<file path="config.mk">
export PLATFORM = sky130hd
export DESIGN_NAME = local_interco
export DESIGN_NICKNAME = d
export VERILOG_FILES = /design/src/source/group_pkg.sv /design/src/source/tcdm_pkg.sv /design/src/source/tcdm_rr_arbiter.sv /design/src/source/local_interco.sv
export VERILOG_INCLUDE_DIRS = /design/src /design/src/source
export SDC_FILE = /design/constraint.sdc
export NUM_CORES = 1
export LEC_CHECK = 0
export BUFFER_PORTS_ARGS = -buffer_cell sky130_fd_sc_hd__buf_2
export CORE_AREA = 3 3 253 255
export DETAILED_ROUTE_END_ITERATION = 12
export DIE_AREA = 0 0 256 258
export GPL_ROUTABILITY_DRIVEN = 0
export SLEW_MARGIN = 10
export SYNTH_ARGS = -nofsm -noshare
export SYNTH_HDL_FRONTEND = slang
export SYNTH_SLANG_ARGS = --single-unit
</file>
<file path="constraint.sdc">
create_clock -name clk_i -period 6.3 [get_ports clk_i]
set_clock_uncertainty 0.15 [all_clocks]
set_input_delay 0.63 -clock clk_i [delete_from_list [all_inputs] [get_ports clk_i]]
set_output_delay 0.63 -clock clk_i [all_outputs]
set_load 0.03 [all_outputs]
</file>
<file path="src/source/group_config.svh">
// Group-wide sizing for the local interconnect and its SRAM banks.
// Include this before any package or module that needs the tile count,
// the data word width or the bank depth.

`ifndef GROUP_CONFIG_SVH
`define GROUP_CONFIG_SVH

// One master and one bank per tile
`define NUM_TILES 4

// Data word in bits, one strobe per byte
`define DATA_WIDTH 32

// Words held by each bank
`define BANK_DEPTH 64

`endif

</file>
<file path="src/source/group_pkg.sv">
// Topology types of the group.
// Tile indices double as bank indices and as initiator IDs.
// A word address is split into a bank select (low bits) and a bank row.

`default_nettype none

`include "group_config.svh"

package group_pkg;

  // Tile, bank or initiator index
  typedef logic [$clog2(`NUM_TILES)-1:0] tile_idx_t;

  // Word row inside one bank
  typedef logic [$clog2(`BANK_DEPTH)-1:0] bank_row_t;

  // Word address across the group, {row, bank}
  typedef logic [$bits(bank_row_t)+$bits(tile_idx_t)-1:0] tcdm_addr_t;

endpackage

`default_nettype wire

</file>
<file path="src/source/tcdm_pkg.sv">
// Transaction types of the TCDM channels.
// Master-side structs carry a full group word address, bank-side structs
// carry the bank row and the initiator index instead.

`default_nettype none

`include "group_config.svh"

package tcdm_pkg;

  typedef logic [`DATA_WIDTH-1:0]   data_t;
  typedef logic [`DATA_WIDTH/8-1:0] strb_t;

  typedef struct packed {
    group_pkg::tcdm_addr_t addr;
    logic                  wen;
    strb_t                 strb;
    data_t                 wdata;
  } tcdm_req_t;

  typedef struct packed {
    data_t rdata;
  } tcdm_resp_t;

  // Bank request, tagged with the master that issued it
  typedef struct packed {
    group_pkg::bank_row_t row;
    group_pkg::tile_idx_t ini;
    logic                 wen;
    strb_t                strb;
    data_t                wdata;
  } bank_req_t;

  typedef struct packed {
    group_pkg::tile_idx_t ini;
    data_t                rdata;
  } bank_resp_t;

endpackage

`default_nettype wire

</file>
<file path="src/source/tcdm_rr_arbiter.sv">
// Round-robin arbiter over the tiles of the group.
// The grant is combinational and goes to the first active requester at or
// after the priority pointer. The pointer steps past the winner on ack_i.

`timescale 1ns/100ps
`default_nettype none

`include "group_config.svh"

module tcdm_rr_arbiter (
  input  logic                  clk_i,
  input  logic                  reset_i,
  input  logic [`NUM_TILES-1:0] req_i,
  input  logic                  ack_i,
  output logic [`NUM_TILES-1:0] gnt_o,
  output group_pkg::tile_idx_t  gnt_idx_o
);

  group_pkg::tile_idx_t ptr_q;
  group_pkg::tile_idx_t cand;
  logic                 found;

  // Scan from the pointer, wrapping around
  always_comb begin
    gnt_o     = '0;
    gnt_idx_o = ptr_q;
    found     = 1'b0;
    cand      = ptr_q;
    for (int i = 0; i < `NUM_TILES; i++) begin
      cand = group_pkg::tile_idx_t'((ptr_q + i) % `NUM_TILES);
      if (!found && req_i[cand]) begin
        found        = 1'b1;
        gnt_o[cand]  = 1'b1;
        gnt_idx_o    = cand;
      end
    end
  end

  always_ff @(posedge clk_i) begin
    if (reset_i) begin
      ptr_q <= '0;
    end else if (ack_i) begin
      ptr_q <= group_pkg::tile_idx_t'((gnt_idx_o + 1) % `NUM_TILES);
    end
  end

endmodule

`default_nettype wire

</file>
<file path="src/source/local_interco.sv">
// Full crossbar between the masters and the banks of one group.
// Requests go to the bank named by the low address bits, one round-robin
// arbiter per bank. Responses go back to the initiator named in the bank
// response, one round-robin arbiter per master. Purely combinational paths.

`timescale 1ns/100ps
`default_nettype none

`include "group_config.svh"

module local_interco (
  input  logic                                     clk_i,
  input  logic                                     reset_i,
  // Master side
  input  tcdm_pkg::tcdm_req_t  [`NUM_TILES-1:0]    mst_req_i,
  input  logic                 [`NUM_TILES-1:0]    mst_req_valid_i,
  output logic                 [`NUM_TILES-1:0]    mst_req_ready_o,
  output tcdm_pkg::tcdm_resp_t [`NUM_TILES-1:0]    mst_resp_o,
  output logic                 [`NUM_TILES-1:0]    mst_resp_valid_o,
  input  logic                 [`NUM_TILES-1:0]    mst_resp_ready_i,
  // Bank side
  output tcdm_pkg::bank_req_t  [`NUM_TILES-1:0]    bank_req_o,
  output logic                 [`NUM_TILES-1:0]    bank_req_valid_o,
  input  logic                 [`NUM_TILES-1:0]    bank_req_ready_i,
  input  tcdm_pkg::bank_resp_t [`NUM_TILES-1:0]    bank_resp_i,
  input  logic                 [`NUM_TILES-1:0]    bank_resp_valid_i,
  output logic                 [`NUM_TILES-1:0]    bank_resp_ready_o
);

  localparam int unsigned IdxW = $bits(group_pkg::tile_idx_t);
  localparam int unsigned AddrW = $bits(group_pkg::tcdm_addr_t);

  group_pkg::tile_idx_t [`NUM_TILES-1:0] tgt_bank;
  group_pkg::bank_row_t [`NUM_TILES-1:0] tgt_row;

  // Request side, indexed [bank][master]
  logic                 [`NUM_TILES-1:0][`NUM_TILES-1:0] breq;
  logic                 [`NUM_TILES-1:0][`NUM_TILES-1:0] bgnt;
  group_pkg::tile_idx_t [`NUM_TILES-1:0]                 bgnt_idx;

  // Response side, indexed [master][bank]
  logic                 [`NUM_TILES-1:0][`NUM_TILES-1:0] rreq;
  logic                 [`NUM_TILES-1:0][`NUM_TILES-1:0] rgnt;
  group_pkg::tile_idx_t [`NUM_TILES-1:0]                 rgnt_idx;

  // Word interleaving, low bits pick the bank
  for (genvar m = 0; m < `NUM_TILES; m++) begin : gen_decode
    assign tgt_bank[m] = mst_req_i[m].addr[IdxW-1:0];
    assign tgt_row[m]  = mst_req_i[m].addr[AddrW-1:IdxW];
    assign mst_req_ready_o[m] = bgnt[tgt_bank[m]][m] && bank_req_ready_i[tgt_bank[m]];
  end

  always_comb begin
    for (int b = 0; b < `NUM_TILES; b++) begin
      for (int m = 0; m < `NUM_TILES; m++) begin
        breq[b][m] = mst_req_valid_i[m] && (tgt_bank[m] == group_pkg::tile_idx_t'(b));
        rreq[b][m] = bank_resp_valid_i[m] && (bank_resp_i[m].ini == group_pkg::tile_idx_t'(b));
      end
    end
  end

  for (genvar b = 0; b < `NUM_TILES; b++) begin : gen_bank_port
    tcdm_rr_arbiter req_arb_inst (
      .clk_i    (clk_i),
      .reset_i  (reset_i),
      .req_i    (breq[b]),
      .ack_i    (bank_req_valid_o[b] && bank_req_ready_i[b]),
      .gnt_o    (bgnt[b]),
      .gnt_idx_o(bgnt_idx[b])
    );

    assign bank_req_valid_o[b] = |breq[b];
    assign bank_req_o[b] = '{
      row:   tgt_row[bgnt_idx[b]],
      ini:   bgnt_idx[b],
      wen:   mst_req_i[bgnt_idx[b]].wen,
      strb:  mst_req_i[bgnt_idx[b]].strb,
      wdata: mst_req_i[bgnt_idx[b]].wdata
    };

    // Drained only when its initiator picks this bank and can take it
    assign bank_resp_ready_o[b] = rgnt[bank_resp_i[b].ini][b]
                                  && mst_resp_ready_i[bank_resp_i[b].ini];
  end

  for (genvar m = 0; m < `NUM_TILES; m++) begin : gen_mst_port
    tcdm_rr_arbiter resp_arb_inst (
      .clk_i    (clk_i),
      .reset_i  (reset_i),
      .req_i    (rreq[m]),
      .ack_i    (mst_resp_valid_o[m] && mst_resp_ready_i[m]),
      .gnt_o    (rgnt[m]),
      .gnt_idx_o(rgnt_idx[m])
    );

    assign mst_resp_valid_o[m] = |rreq[m];
    assign mst_resp_o[m]       = '{rdata: bank_resp_i[rgnt_idx[m]].rdata};
  end

endmodule

`default_nettype wire

</file>
==> results.txt <==
----------------------------------------------------
[Logic synthesis]
  Adder-Cell Fraction of Synth Area ... 5.875%
  Count of different cell masters after synthesis ... 84
  Average cell area after synthesis ... 10.08 um2
  Synth Area in Compound Gates ... 11.47%
  Top cells by instance count after synthesis ... mux2i_1 (316), mux4_2 (199), nor2_1 (90)
  Sequential element share of the synthesized area ... 2.350%
  Count leader, synth ... mux2i_1
  Post-synthesis share of cell area spent on xor and xnor gates ... 1.019%
  Synth Warn # ... 0
  Register bit total from synthesis ... 16
  Portion of synthesized cell area occupied by the leading cell type ... 32.88%
  Dominant combinational cell family by area after synthesis ... multiplexers
  Mux share of post-synthesis cell area ... 60.06%
  Cells after Synth ... 1352
  Most used flip-flop cell after synthesis ... dfxtp_1
  Post-synthesis simple-gate area fraction ... 13.26%
  Post-synth net total ... 1750
  Dominant cells by area after synthesis ... mux4_2 (33%), mux2i_1 (23%), ha_1 (5.9%), mux2_2 (3.7%), nor2_1 (2.5%)
  Cell type with the largest total area after synthesis ... mux4_2
  Share of synthesized registers carrying an async set or reset ... 0%
  Post-synth EDFFs ... 0
  Netlist area before placement ... 13630 um2

[Detailed routing]
  Sum of routed wire length over all layers ... 63810 um
  Detailed Routing Iterations Pass 1 ... 6
  DRC violations left ... 0
  Average wire length per cell after detail routing ... 22.96 um
  Routed vias ... 15400
  Routed via count divided by cell count ... 5.541
  Count of routing violations after the opening detailed-route iteration ... 1535
  Post-DRT Antenna Nets ... 0

[Clocking]
  Resize count post-CTS ... 0
  Number of clock sinks ... 16
  Buffer type at the clock tree root ... clkbuf_16
  CTS tree ... done
  Setup Fix Bufs, Post-CTS ... 0
  Latest clock arrival within the worst-skew pair ... 0.27 ns
  H-Tree Depth ... 1
  Hold buffer count at CTS ... 0
  Clock transition at path regs ... 0.06 ns
  Inserted Clock Buffers ... 3
  Maximum buffer depth of the clock tree ... 2

[Timing]
  Relative max-transition margin ... 32.17%
  Worst-Margin Slew ... 1.017 ns
  Final-report setup violation count ... 0
  Number of slew-limit violations in the final report ... 0
  Unrepaired setup endpoints after global routing ... no
  Fin crit period ... 5.472 ns
  Peak Freq ... 0.1827 GHz
  Period utilization ... 86.86%
  Hold violation total from the final report ... 0
  Setup tns final ... 0 ns

[Finish]
  Area added between synthesis and finish ... 30.41%
  Fillcell total ... 6531
  Number of nets in the final layout ... 2330
  Layout cell share with drive strength beyond 1 ... 50.73%
  Final instance area ... 17770 um2
  Utilization after layout ... 28.75%

[Power]
  Maximum vdd ir drop ... 0.0002016 V
  Power density cells ... 294.9 nW/um2
  Total power of the final layout ... 5.241 mW
  Pleak ... 7.539 nW

[Run status]
  Run status ... complete, no violations

[Critical path]
  CP arrival ... 4.69 ns
  Setup crit start kind ... register
  Nature of the critical path endpoint ... output port
  Critical path fanouts, max ... 21
  Critical setup path kind ... reg -> out
  Data required, critical path ... 5.52 ns

[Floorplanning]
  Io pins ... 658
  Die outline width ... 256 um
  Effective utilization at floorplan ... 22.04%
  Core Footprint ... 61830 um2
  Std-Cell Rows ... 91
  Die Footprint ... 66050 um2
  Die extent in y ... 258 um

[GRT]
  Vias in the first global route ... 14690
  Overflow after GRT ... 0
  Overall fraction of global-route tracks in use ... 17.92%
  First-pass GRT wire length ... 93580 um
  Number of antenna violations at the first check in global routing ... 22
  Maximum number of pins on one net before global-route repair ... 89

[Flow run]
  Number of maximum-capacitance violations ... 0

[Place]
  Number of port buffers ... 657
  Post-detailed-placement half-perimeter wirelength ... 51830 um
  Instance area at placement ... 17670 um2

[Worst hold path]
  Type of the most critical hold path ... in -> reg

----------------------------------------------------
-- layer usage --
layer	vias up	wire length, um	global-route usage, %
li1	6713	-	-
met1	7559	24550	21.90
met2	959	30500	29.67
met3	159	6364	5.139
met4	8	2341	7.190
met5	-	50	0.3655
-- worst max-delay path, cell delays in order (launching register included) --
cell	delay [ns]
dfxtp_1	0.69
inv_2	0.26
ha_1	0.44
or3_1	0.44
a2111oi_4	0.48
nor4_1	0.09
or3_1	0.44
inv_2	0.53
buf_4	0.42
mux2i_1	0.34
buf_2	0.26
-- report_power, final --
group / internal (mW) / switching [mW]
Clock: 0.0843 / 0.0593
Sequential: 0.113 / 0.0399
Combinational: 1.81 / 3.14
-- logic make-up after synthesis --
logic type,count (synthesis)
adder cells (fa/ha/maj),64
flip-flops,16
AO/OA/AOI/OAI,214
buffers and inverters,148
AND/OR/NAND/NOR,336
XOR/XNOR,12
multiplexers,562
-- placed cells by master (no fill, tap or decap), types with 10 or more instances in the layout --
cell type,synthesis,routed
buf_2,57,657
mux2i_1,316,315
mux4_2,199,199
nor2_1,90,90
a21oi_1,67,67
ha_1,64,64
nand2_1,58,57
nand3_1,51,51
mux2_2,45,45
buf_4,20,35
inv_1,20,20
o21ai_0,20,20
nand4_1,18,18
and3b_1,17,17
nand3b_1,17,17
a221oi_1,16,16
dfxtp_1,16,16
and3_1,13,13
diode_2,0,12
or3_1,10,10
-- sequential cells by signal (all words and copies together), names as in the netlist --
register	cells
gen_bank_port.req_arb_inst.ptr_q	8
gen_mst_port.resp_arb_inst.ptr_q	8
-- worst paths after layout --
path / to / cells past startpoint / start / slack [ns]
hold reg to reg: gen_bank_port[2].req_arb_inst.ptr_q[1] / 2 / gen_bank_port[2].req_arb_inst.ptr_q[1] / 0.51
setup reg to reg: gen_bank_port[0].req_arb_inst.ptr_q[1] / 9 / gen_bank_port[0].req_arb_inst.ptr_q[0] / 2.01
hold / removal: gen_mst_port[1].resp_arb_inst.ptr_q[1] / 2 / mst_resp_ready_i[1] / 0.51
setup / recovery: bank_req_o[115] / 10 / gen_bank_port[2].req_arb_inst.ptr_q[0] / 0.83
-- cell type report --
cell class	count	area (um2)	share of cell area, %
Clock buffer	3	75.07	0.4224
Antenna cell	12	30.03	0.1689
Multi-Input combinational cell	1188	12570	70.72
Tap cell	837	1047	5.892
Sequential cell	16	320.3	1.802
Timing Repair Buffer	696	3631	20.43
Inverter	27	101.3	0.5702
-- per-stage QoR --
step / setup WS (ns) / std cells / hold slack (ns)
floorplan: 1.937 / 1352 / 0.4244
global placement: 1.154 / 2764 / 0.4948
detailed placement: 1.162 / 2764 / 0.4984
CTS: 0.8637 / 2767 / 0.5008
global route: 0.6081 / 2778 / 0.5236
finish: 0.8276 / 2779 / 0.5078
Note: power is estimated with default switching activity, not from simulation.
